File: src/hdl/rvIssue_params.svh
`ifndef RV_ISSUE_PARAMS_SVH
`define RV_ISSUE_PARAMS_SVH

// data path width of the core.
`define XLEN 32

// architectural registers, x0 included.
`define REG_NUM 32

`define TAG_W 4 // width of a rename tag.

// usable reorder tags run from 1 to TAG_POOL and tag 0 means ready.
`define TAG_POOL 15

`endif

File: src/hdl/rvIssuePkg.sv
`default_nettype none

`include "rvIssue_params.svh"

package rvIssuePkg;

    typedef logic [4:0]        regName_t;
    typedef logic [`TAG_W-1:0] tag_t;     // zero marks a ready register.
    typedef logic [`XLEN-1:0]  data_t;

    typedef enum logic [2:0] {
        OP_ALU,
        OP_ALUI,
        OP_LOAD,
        OP_STORE,
        OP_BRANCH,
        OP_ILLEGAL
    } opClass_t;

    typedef struct packed {
        logic [6:0] funct7;
        regName_t   rs2;
        regName_t   rs1;
        logic [2:0] funct3;
        regName_t   rd;
        logic [6:0] opcode;
    } rView_t;

    typedef struct packed {
        logic [6:0] immHi;
        regName_t   rs2;
        regName_t   rs1;
        logic [2:0] funct3;
        logic [4:0] immLo;  // the rd slot carries low immediate bits here.
        logic [6:0] opcode;
    } sView_t;

    typedef union packed {
        rView_t rView;
        sView_t sView;
    } instWord_t;

endpackage

`default_nettype wire

File: src/hdl/dispatchReg.sv
`timescale 1ns/1ns
`default_nettype none

`include "rvIssue_params.svh"

module dispatchReg (
    input  var logic                 clk,
    input  var logic                 rst,
    input  var logic                 rdy,
    input  var logic                 clr,
    input  var logic                 accept,
    input  var rvIssuePkg::opClass_t op,
    input  var rvIssuePkg::regName_t rd,
    input  var rvIssuePkg::data_t    imm,
    input  var rvIssuePkg::data_t    pc,
    input  var rvIssuePkg::data_t    rs1Val,
    input  var rvIssuePkg::tag_t     rs1Tag,
    input  var rvIssuePkg::data_t    rs2Val,
    input  var rvIssuePkg::tag_t     rs2Tag,
    input  var rvIssuePkg::tag_t     newTag,
    input  var logic                 commitEn,
    input  var rvIssuePkg::tag_t     commitTag,
    input  var rvIssuePkg::data_t    commitData,
    output logic                     dispEn,
    output rvIssuePkg::opClass_t     dispOp,
    output rvIssuePkg::regName_t     dispRd,
    output rvIssuePkg::data_t        dispImm,
    output rvIssuePkg::data_t        dispPc,
    output rvIssuePkg::data_t        dispRs1Val,
    output rvIssuePkg::tag_t         dispRs1Tag,
    output rvIssuePkg::data_t        dispRs2Val,
    output rvIssuePkg::tag_t         dispRs2Tag,
    output rvIssuePkg::tag_t         dispTag
);
    import rvIssuePkg::*;

    logic rs1Hit;
    logic rs2Hit;

    // the register file only sees this commit at the edge, so forward it here.
    assign rs1Hit = commitEn && rdy && (rs1Tag != '0) && (rs1Tag == commitTag);
    assign rs2Hit = commitEn && rdy && (rs2Tag != '0) && (rs2Tag == commitTag);

    always_ff @(posedge clk) begin
        if (rst) begin
            dispEn <= 1'b0;
        end else begin
            dispEn <= accept && rdy && !clr;
        end
    end

    always_ff @(posedge clk) begin
        if (accept) begin
            dispOp     <= op;
            dispRd     <= rd;
            dispImm    <= imm;
            dispPc     <= pc;
            dispTag    <= newTag;
            dispRs1Val <= rs1Hit ? commitData : rs1Val;
            dispRs1Tag <= rs1Hit ? '0 : rs1Tag;
            dispRs2Val <= rs2Hit ? commitData : rs2Val;
            dispRs2Tag <= rs2Hit ? '0 : rs2Tag;
        end
    end

endmodule

`default_nettype wire

File: src/hdl/instDecode.sv
`timescale 1ns/1ns
`default_nettype none

`include "rvIssue_params.svh"

module instDecode (
    input  var rvIssuePkg::instWord_t instWord,
    output rvIssuePkg::regName_t      rs1,
    output rvIssuePkg::regName_t      rs2,
    output rvIssuePkg::regName_t      rd,
    output rvIssuePkg::opClass_t      opClass,
    output rvIssuePkg::data_t         imm,
    output logic                      writesRd
);
    import rvIssuePkg::*;

    localparam logic [6:0] opcAlu    = 7'b0110011;
    localparam logic [6:0] opcAluI   = 7'b0010011;
    localparam logic [6:0] opcLoad   = 7'b0000011;
    localparam logic [6:0] opcStore  = 7'b0100011;
    localparam logic [6:0] opcBranch = 7'b1100011;

    data_t immI;
    data_t immS;
    data_t immB;

    // I-type takes bits 31 to 20, which sit in funct7 and rs2 of the R view.
    assign immI = {{(`XLEN-12){instWord.rView.funct7[6]}},
                   instWord.rView.funct7, instWord.rView.rs2};
    assign immS = {{(`XLEN-12){instWord.sView.immHi[6]}},
                   instWord.sView.immHi, instWord.sView.immLo};
    // branch offsets are even, so bit 0 is implied.
    assign immB = {{(`XLEN-13){instWord.sView.immHi[6]}},
                   instWord.sView.immHi[6], instWord.sView.immLo[0],
                   instWord.sView.immHi[5:0], instWord.sView.immLo[4:1], 1'b0};

    assign rd = instWord.rView.rd;

    always_comb begin
        opClass = OP_ILLEGAL;
        imm     = '0;
        rs1     = '0;
        rs2     = '0;
        case (instWord.rView.opcode)
            opcAlu: begin
                opClass = OP_ALU;
                rs1     = instWord.rView.rs1;
                rs2     = instWord.rView.rs2;
            end
            opcAluI: begin
                opClass = OP_ALUI;
                imm     = immI;
                rs1     = instWord.rView.rs1;
            end
            opcLoad: begin
                opClass = OP_LOAD;
                imm     = immI;
                rs1     = instWord.rView.rs1;
            end
            opcStore: begin
                opClass = OP_STORE;
                imm     = immS;
                rs1     = instWord.sView.rs1;
                rs2     = instWord.sView.rs2;
            end
            opcBranch: begin
                opClass = OP_BRANCH;
                imm     = immB;
                rs1     = instWord.sView.rs1;
                rs2     = instWord.sView.rs2;
            end
            default: opClass = OP_ILLEGAL; // sources stay at x0.
        endcase
    end

    // only results that land in a real register need a rename.
    assign writesRd = (opClass == OP_ALU || opClass == OP_ALUI || opClass == OP_LOAD) &&
                      (rd != '0);

endmodule

`default_nettype wire

File: src/hdl/operandFetch.sv
`timescale 1ns/1ns
`default_nettype none

`include "rvIssue_params.svh"

module operandFetch (
    input  var logic                  clk,
    input  var logic                  rst,
    input  var logic                  rdy,
    input  var logic                  clr,
    input  var logic                  instEn,
    input  var rvIssuePkg::instWord_t instWord,
    input  var rvIssuePkg::data_t     instPc,
    input  var logic                  commitEn,
    input  var rvIssuePkg::tag_t      commitTag,
    input  var rvIssuePkg::data_t     commitData,
    output logic                      stall,
    output logic                      dispEn,
    output rvIssuePkg::opClass_t      dispOp,
    output rvIssuePkg::regName_t      dispRd,
    output rvIssuePkg::data_t         dispImm,
    output rvIssuePkg::data_t         dispPc,
    output rvIssuePkg::data_t         dispRs1Val,
    output rvIssuePkg::tag_t          dispRs1Tag,
    output rvIssuePkg::data_t         dispRs2Val,
    output rvIssuePkg::tag_t          dispRs2Tag,
    output rvIssuePkg::tag_t          dispTag
);
    import rvIssuePkg::*;

    regName_t rs1, rs2, rd;
    opClass_t opClass;
    data_t    imm;
    logic     writesRd;
    data_t    rs1Val, rs2Val;
    tag_t     rs1Tag, rs2Tag;
    tag_t     nextTag;
    logic     accept;
    logic     renameEn;

    assign accept   = instEn && rdy && !stall && !clr; // the source holds while stalled.
    assign renameEn = accept && writesRd;

    instDecode u_instDecode (
        .instWord, .rs1, .rs2, .rd, .opClass, .imm, .writesRd
    );

    regFile u_regFile (
        .clk, .rst, .rdy, .clr, .rs1, .rs2, .rs1Val, .rs2Val, .rs1Tag, .rs2Tag,
        .renameEn, .renameRd(rd), .renameTag(nextTag), .commitEn, .commitTag, .commitData
    );

    tagAlloc u_tagAlloc (
        .clk, .rst, .rdy, .clr, .allocEn(accept), .commitEn, .nextTag, .stall
    );

    dispatchReg u_dispatchReg (
        .clk, .rst, .rdy, .clr, .accept, .op(opClass), .rd, .imm, .pc(instPc),
        .rs1Val, .rs1Tag, .rs2Val, .rs2Tag, .newTag(nextTag),
        .commitEn, .commitTag, .commitData,
        .dispEn, .dispOp, .dispRd, .dispImm, .dispPc,
        .dispRs1Val, .dispRs1Tag, .dispRs2Val, .dispRs2Tag, .dispTag
    );

endmodule

`default_nettype wire

File: src/hdl/regFile.sv
`timescale 1ns/1ns
`default_nettype none

`include "rvIssue_params.svh"

module regFile (
    input  var logic                 clk,
    input  var logic                 rst,
    input  var logic                 rdy,
    input  var logic                 clr,
    input  var rvIssuePkg::regName_t rs1,
    input  var rvIssuePkg::regName_t rs2,
    output rvIssuePkg::data_t        rs1Val,
    output rvIssuePkg::data_t        rs2Val,
    output rvIssuePkg::tag_t         rs1Tag,
    output rvIssuePkg::tag_t         rs2Tag,
    input  var logic                 renameEn,
    input  var rvIssuePkg::regName_t renameRd,
    input  var rvIssuePkg::tag_t     renameTag,
    input  var logic                 commitEn,
    input  var rvIssuePkg::tag_t     commitTag,
    input  var rvIssuePkg::data_t    commitData
);
    import rvIssuePkg::*;

    data_t regVal [`REG_NUM];
    tag_t  regTag [`REG_NUM];

    logic commitOk;
    logic renameOk;

    // a commit during clr still lands its value.
    assign commitOk = commitEn && (rdy || clr) && (commitTag != '0);
    assign renameOk = renameEn && rdy && !clr && (renameRd != '0);

    always_comb begin
        rs1Val = (rs1 == '0) ? '0 : regVal[rs1];
        rs1Tag = (rs1 == '0) ? '0 : regTag[rs1];
        rs2Val = (rs2 == '0) ? '0 : regVal[rs2];
        rs2Tag = (rs2 == '0) ? '0 : regTag[rs2];
    end

    always_ff @(posedge clk) begin
        if (rst) begin
            for (int i = 0; i < `REG_NUM; i++) begin
                regVal[i] <= '0;
                regTag[i] <= '0;
            end
        end else begin
            // the commit port has no register name, so match on the pending tag.
            for (int i = 1; i < `REG_NUM; i++) begin
                if (commitOk && regTag[i] == commitTag) begin
                    regVal[i] <= commitData;
                    regTag[i] <= '0;
                end
            end
            if (renameOk) begin
                regTag[renameRd] <= renameTag; // a rename overrides the clear above.
            end
            if (clr) begin
                for (int i = 0; i < `REG_NUM; i++) begin
                    regTag[i] <= '0;
                end
            end
        end
    end

endmodule

`default_nettype wire

File: src/hdl/tagAlloc.sv
`timescale 1ns/1ns
`default_nettype none

`include "rvIssue_params.svh"

module tagAlloc (
    input  var logic             clk,
    input  var logic             rst,
    input  var logic             rdy,
    input  var logic             clr,
    input  var logic             allocEn,
    input  var logic             commitEn,
    output rvIssuePkg::tag_t     nextTag,
    output logic                 stall
);
    import rvIssuePkg::*;

    localparam int cntWidth = $clog2(`TAG_POOL + 1);

    tag_t                head;
    logic [cntWidth-1:0] count;
    logic                allocOk;
    logic                commitOk;

    assign allocOk  = allocEn && rdy && !clr;
    assign commitOk = commitEn && rdy && !clr; // commits retire the oldest tag.

    assign nextTag = head;
    assign stall   = (count == cntWidth'(`TAG_POOL));

    always_ff @(posedge clk) begin
        if (rst || clr) begin
            head  <= tag_t'(1);
            count <= '0;
        end else begin
            if (allocOk) begin
                head <= (head == tag_t'(`TAG_POOL)) ? tag_t'(1) : head + tag_t'(1);
            end
            case ({allocOk, commitOk})
                2'b10:   count <= count + 1'b1;
                2'b01:   count <= count - 1'b1;
                default: count <= count;
            endcase
        end
    end

endmodule

`default_nettype wire

File: config.mk
export PLATFORM = sky130hd
export DESIGN_NAME = operandFetch
export DESIGN_NICKNAME = d
export VERILOG_FILES = /design/src/hdl/rvIssuePkg.sv /design/src/hdl/dispatchReg.sv /design/src/hdl/instDecode.sv /design/src/hdl/operandFetch.sv /design/src/hdl/regFile.sv /design/src/hdl/tagAlloc.sv
export VERILOG_INCLUDE_DIRS = /design/src /design/src/hdl
export SDC_FILE = /design/constraint.sdc
export NUM_CORES = 2
export LEC_CHECK = 0
export BUFFER_PORTS_ARGS = -buffer_cell sky130_fd_sc_hd__buf_2
export CELL_PAD_IN_SITES_DETAIL_PLACEMENT = 1
export CELL_PAD_IN_SITES_GLOBAL_PLACEMENT = 1
export CORE_UTILIZATION = 30
export DETAILED_ROUTE_END_ITERATION = 10
export GPL_ROUTABILITY_DRIVEN = 0
export MAX_ROUTING_LAYER = met4
export PLACE_DENSITY_LB_ADDON = 0.08
export SYNTH_ARGS = -nofsm -noshare
export SYNTH_HDL_FRONTEND = slang
export SYNTH_SLANG_ARGS = --single-unit
File: constraint.sdc
create_clock -name clk -period 13.2 [get_ports clk]
set_input_delay 2.64 -clock clk [delete_from_list [all_inputs] [get_ports clk]]
set_output_delay 2.64 -clock clk [all_outputs]
set_load 0.02 [all_outputs]
Word-level counts from Yosys, hierarchy flattened
Memories as Yosys holds them, arrays and structs flattened.
Cells that the tools add are included.
{ "totals": {"reg_bits": 157, "ram_bits": 1152, "inputBits": 106, "out_inout_bits": 150, "wordCells": 556, "n_memories": 2} }
{ "memory_table": {"columns": ["name", "depth", "word_bits", "read_ports", "rd_ports_with_merged_regs", "write_ports", "line_no", "rtl"], "rows": [
  ["u_regFile.regVal", 32, 32, 2, 0, 32, "regFile.sv:26", "data_t regVal [`REG_NUM];"],
  ["u_regFile.regTag", 32, 4, 33, 0, 32, "regFile.sv:27", "tag_t regTag [`REG_NUM];"]
]} }
{ "op_classes": {"n_addsub": 3, "n_eq_ne": 75, "n_mux": 210, "bitwise": 187, "reduce_logical": 67} }
{ "ops": {"columns": ["cell", "count"], "rows": [
  ["two-way mux 32 bit", 35],
  ["two-way mux 4 bit", 67],
  ["equality test 5 bit, first input constant", 31],
  ["equality test 4 bit", 33],
  ["two-way mux 1 bit", 102],
  ["case mux 32 bit (3 select lines)", 1],
  ["bitwise OR 1 bit", 94],
  ["AND 1 bit", 62],
  ["logical AND 1 bit", 49],
  ["inverter 1 bit", 31],
  ["two-way mux 5 bit", 3],
  ["case mux 3 bit (5 select lines)", 1],
  ["equality test 7 x 6 -> 1 bit, second input constant", 2],
  ["nonzero test 4 bit", 3],
  ["zero test 5 bit", 2],
  ["adder 4 x 1 -> 4 bit, second input constant", 2],
  ["equality test 4 bit, second input constant", 2],
  ["case mux 4 bit (2 select lines)", 1],
  ["equality test 7 x 2 -> 1 bit, second input constant", 1],
  ["equality test 7 x 5 -> 1 bit, second input constant", 1],
  ["equality test 7 bit, second input constant", 1],
  ["nonzero test 5 bit", 1],
  ["OR reduction 5 bit", 1],
  ["logical OR 1 bit", 4],
  ["11 further kinds", 12]
]} }

Longest topological paths before layout
{ "logic_depth": {"word_depth": 16, "ltp_mapped": 14, "mapped_depth_nobuf": 10} }

Cells and area by module
From an unflattened synthesis, not the netlist that was laid out.
{ "unflattened": {"hier_cells": 4206, "area_unflattened_um2": 64065.2} }
{ "by_module_without_submodules": {"columns": ["mod", "instances", "cells_per_inst", "area_each_um2", "seq_area_each_um2"], "rows": [
  ["regFile", 1, 3825, 57465.1, 33632.3],
  ["dispatchReg", 1, 249, 5561.6, 4464.3],
  ["instDecode", 1, 75, 551.8, 0.0],
  ["tagAlloc", 1, 55, 467.9, 160.2],
  ["operandFetch", 1, 2, 18.8, 0.0]
]} }

Worst setup path before layout
OpenSTA, ideal clock, no wires.
{ "synth_timing": {"kind": "input -> register", "startpoint": "input clr", "endpoint": "register u_tagAlloc.count[3]", "setup_ns": 0.073, "t_arrival_ns": 14.141, "required_time_ns": 13.127, "setup_slack_ns": -1.014, "cell_stages": 9, "n_path_buf": 0, "path_cell_list": "nor3_1 -> inv_1 -> ha_1 -> ha_1 -> a21o_1 -> a21oi_1 -> xnor2_1 -> or3_1 -> a21oi_1"} }
{ "synth_between": {"elab_chain_len": 6, "word_cells_on_any_way": 10, "classes_between": "eq/ne: 2; mux: 1; reduce/logical: 7"} }
{ "synth_rtl": {"columns": ["item", "line_no", "rtl"], "rows": [
  ["start: declaration", "operandFetch.sv:10", "input var logic clr,"],
  ["zero test 1 bit", "operandFetch.sv:41, tagAlloc.sv:25, tagAlloc.sv:26", null],
  ["logical AND 1 bit", "operandFetch.sv:41", "assign accept = instEn && rdy && !stall && !clr;"],
  ["logical AND 1 bit (2 in a row)", "tagAlloc.sv:25", "assign allocOk = allocEn && rdy && !clr;"],
  ["equality test 2 x 1 -> 1 bit / equality test 2 bit (equally long branches)", "tagAlloc.sv:39", "case ({allocOk, commitOk})"],
  ["case mux 4 bit (2 select lines) / nonzero test 2 bit (equally long branches)", null, null],
  ["end signal: assignment", "tagAlloc.sv:40", "2'b10: count <= count + 1'b1;"],
  ["end signal: assignment", "tagAlloc.sv:41", "2'b01: count <= count - 1'b1;"],
  ["end signal: assignment", "tagAlloc.sv:42", "default: count <= count;"],
  ["end: declaration", "tagAlloc.sv:21", "logic [cntWidth-1:0] count;"]
]} }
Several ways; a longest one is shown, not always the timed one.
A chain may end at the register's enable or synchronous reset.

Final worst setup path
{ "layout_timing": {"startpoint": "input instWord[20] (netlist bit)", "endpoint": "register u_dispatchReg.dispRs2Val[31], data pin"} }
{ "layout_between": {"elab_chain_len": 7, "word_cells_on_any_way": 11, "classes_between": "eq/ne: 1; mux: 4; reduce/logical: 4; memory: 2"} }
{ "layout_rtl": {"columns": ["item", "line_no", "rtl"], "rows": [
  ["start: declaration", "operandFetch.sv:12", "input var rvIssuePkg::instWord_t instWord,"],
  ["two-way mux 5 bit (*)", "instDecode.sv:44", "case (instWord.rView.opcode)"],
  ["memory (32 x 4 bit) / zero test 5 bit (equally long branches)", null, null],
  ["two-way mux 4 bit", "regFile.sv:40", "rs2Tag = (rs2 == '0) ? '0 : regTag[rs2];"],
  ["nonzero test 4 bit", "dispatchReg.sv:42", "assign rs2Hit = commitEn && rdy && (rs2Tag != '0) && (rs2Tag == commitTag);"],
  ["logical AND 1 bit (2 in a row)", "dispatchReg.sv:42", null],
  ["two-way mux 32 bit (*)", "dispatchReg.sv:61", "dispRs2Val <= rs2Hit ? commitData : rs2Val;"],
  ["end signal: assignment", "dispatchReg.sv:61", null],
  ["end: declaration", "dispatchReg.sv:31", "output rvIssuePkg::data_t dispRs2Val,"]
]} }
Every way passes the cells marked *; elsewhere a longest branch is shown, timed or not.

==> run_results.csv <==
group,metric,value,unit
timing,relSlewSlack,6.87,%
setup_path,path_max_fanout,85,
synth,yosys-top-cells-count,"edfxtp_1 (1249), nand2_1 (733), nor2_1 (649)",
cts,ctsHoldBuffers,0,
cts,cts_buffers,154,
placement,dpl_worst_slack,4.84,ns
setup_path,worst-r2r-setup-slack,8.89,ns
synth,synth_top_cell_by_area,"edfxtp_1",
layout,stdcell_count,8601,
status,status,"complete, no violations",
timing,finalCriticalPeriod,7.59,ns
cts,postCtsSetupBuffers,0,
setup_path,start_kind,"input pin",
synth,synthFlopType,"edfxtp_1",
placement,port_buffers,252,
detailed_routing,routed_wl,308000,um
hold_path,hp-class,"reg -> reg",
detailed_routing,drt_first_pass_iters,6,
pwr,p_per_area,134,nW/um2
synth,synth_area_per_cell,11.3,um2
setup_path,cp_top_family,"buffers and inverters",
detailed_routing,vias_per_cell,5.97,
detailed_routing,antenna_left,0,
setup_path,cp_slowest_cell,"buf_4",
setup_path,crit_path_frequent_cell,"buf_4",
timing,fin_skew,0.0362,ns
setup_path,end_kind,"flip-flop",
hold_path,hold_path_depth,2,
timing,tns,0,ns
timing,finalMaxSlewViolations,0,
floorplan,rows,169,
grt,antenna_found_initial,11,
timing,finalSetupViolCount,0,
detailed_routing,wl_per_cell,35.9,um
cts,clkTransAtPathRegs,0.07,ns
setup_path,timing.rr.end,"u_dispatchReg.dispRs2Val[31]",
pwr,peakVddDrop,0.155,mV
cts,cts_tree,"yes",
synth,yosysTopAreaCellShare,58.2,%
synth,syn-cell-area,64400,um2
synth,ys_seq_elements,1258,
synth,ys_async_sr_fraction,0,%
grt,overflow,0,
cts,cts.sinks,1258,
grt,grt_pass1_wl,423000,um
floorplan,die_x,465,um
timing,hold_viol_final,0,
grt,grt_usage,28.7,%
setup_path,r2r_cells,9,
synth,synth-edff-count,1249,
synth,synth_most_common_cell,"edfxtp_1",
cts,root_buffer,"clkbuf_16",
setup_path,max_stage_delay,0.65,ns
job,maxCapViolations,0,
setup_path,crit_chain,"buf_8, buf_4, clkinv_1, buf_4, nor3_4, buf_4, mux2i_1, a211oi_1, a32oi_2, xor2_1, nand2_1, nor4_4, buf_4, mux2i_1",
setup_path,critPathArrivalTime,8.13,ns
timing,rsz0062_at_grt,"no",
setup_path,criticalPathCategory,"in -> reg",
setup_path,critPathRequiredTime,13.74,ns
synth,syn_inst,5684,
cts,clkLatencyLatePin,0.84,ns
cts,ctsResizeCount,0,
synth,synthDistinctLibCells,88,
grt,grt_max_degree,117,
setup_path,cp_num_buf_inv,6,
floorplan,io_pins,256,
layout,fill_cells,23100,
detailed_routing,route.detailed.drc,0,
synth,ys_seq_area_share,58.5,%
timing,tightestPinTransition,1.39,ns
cts,htree_levels,4,
layout,drive_gt1_share,15.6,%
hold_path,holdCritStartpoint,"u_tagAlloc.count[3]",
layout,syn2layout_area_growth,13.8,%
floorplan,die_h,465,um
synth,ys_warn_count,0,
timing,post-route-period-util,57.5,%
grt,grt_pass1_vias,52100,
detailed_routing,via_count,51300,
layout,nets,5764,
hold_path,hold_path_end,"u_tagAlloc.count[3]",
floorplan,core,213000,um2
setup_path,rr_startpoint,"u_regFile.regTag[1][3]",
floorplan,initial_core_util,30.3,%
timing,final.setup.worst_slack,5.61,ns
synth,yosys-top-cells-area,"edfxtp_1 (58%), a221oi_1 (5.3%), nand2_1 (4.3%), nor2_1 (3.8%), mux4_2 (2.9%)",
timing,fmax,0.132,GHz
placement,dp.final_hpwl,178000,um
cts,cts_buffer_depth,3,
floorplan,die-area,217000,um2
pwr,p_leak,25.8,nW
placement,dp.cells,8318,
detailed_routing,initialDrtViolationCount,4914,
state kept, by name, summed over array words and instances, names as in the netlist:
| register | cells |
|---|---|
| u_dispatchReg.dispEn | 1 |
| u_dispatchReg.dispImm | 13 |
| u_dispatchReg.dispOp | 3 |
| u_dispatchReg.dispPc | 32 |
| u_dispatchReg.dispRd | 5 |
| u_dispatchReg.dispRs1Tag | 4 |
| u_dispatchReg.dispRs1Val | 32 |
| u_dispatchReg.dispRs2Tag | 4 |
| u_dispatchReg.dispRs2Val | 32 |
| u_dispatchReg.dispTag | 4 |
| u_regFile.regTag | 128 |
| u_regFile.regVal | 992 |
| u_tagAlloc.count | 4 |
| u_tagAlloc.nextTag | 4 |
area by class of cell:
type                            count  area [um2]  area share, %
Antenna cell                        8        20.0         0.0273
Clock buffer                      199        4090           5.57
Clock inverter                     76         682          0.931
Inverter                           86         329          0.449
Multi-Input combinational cell   3724       24200           33.1
Sequential cell                  1258       37700           51.4
Tap cell                         2821        3530           4.82
Timing Repair Buffer              429        2700           3.68
cell usage in the layout (no fill, tap or decap), drive strengths merged, types with 74 or more instances in the layout:
cell / count
edfxtp: 1249
nand2: 733
nor2: 650
buf: 429
a221oi: 393
o21ai: 201
clkbuf: 199
and3: 178
mux2i: 168
a21oi: 151
nand3: 148
a31oi: 132
xor2: 130
inv: 85
mux4: 83
mux2: 74
where the power goes:
part	total [W]	leakage (nW)	switching [W]	internal, W
Sequential	0.00473	12.9	0.000116	0.00462
Combinational	0.000907	10.6	0.000668	0.000238
Clock	0.00415	2.31	0.00181	0.00234
Total	0.00979	25.8	0.00259	0.00720
per-stage QoR:
stage	power (W)	cell area [um2]	util [%]	hold WS (ns)
floorplan	0.00526	64400	-	0.454
global placement	0.00570	68500	32.2	0.470
detailed placement	0.00571	68500	32.2	0.496
CTS	0.00985	73300	34.4	0.509
global route	0.0100	73300	34.4	0.567
finish	0.00979	73300	34.4	0.502
worst min-delay path, cell delays in order (launching register included):
cell and delay, ns:
dfxtp_1 0.32, o21ai_0 0.08, a21oi_1 0.06
logic make-up after synthesis:
| group | Yosys count | synth area share (%) |
|---|---|---|
| compound gates | 1297 | 14.8 |
| xor+xnor | 135 | 1.84 |
| fa+ha+maj | 5 | 0.109 |
| buf+inv | 705 | 4.52 |
| flops | 1258 | 58.5 |
| mux | 325 | 6.81 |
| other cells | 1 | 0.00582 |
| simple gates | 1958 | 13.4 |
per-layer routing:
metal,up-vias,global-route usage [%],wire [um]
li1,21600,-,-
met1,27300,36.8,131000
met5,-,-,0
met4,0,10.9,12400
met2,1938,46.5,148000
met3,571,3.20,16900
worst max-delay path by stage:
stage	startpoint	endpoint	slack, ns	cells past startpoint
after floorplan	clr	u_regFile.regTag[17][0]	3.39	8
after global placement	instWord[6]	u_dispatchReg.dispRs2Val[31]	4.86	12
after detailed placement	instWord[20]	u_dispatchReg.dispRs2Val[31]	4.84	14
after CTS	instWord[20]	u_dispatchReg.dispRs2Val[31]	5.69	14
after global routing	instWord[6]	u_dispatchReg.dispRs2Val[31]	5.59	12
final	instWord[20]	u_dispatchReg.dispRs2Val[31]	5.61	14
No activity file was read; power rests on OpenSTA's default activity.
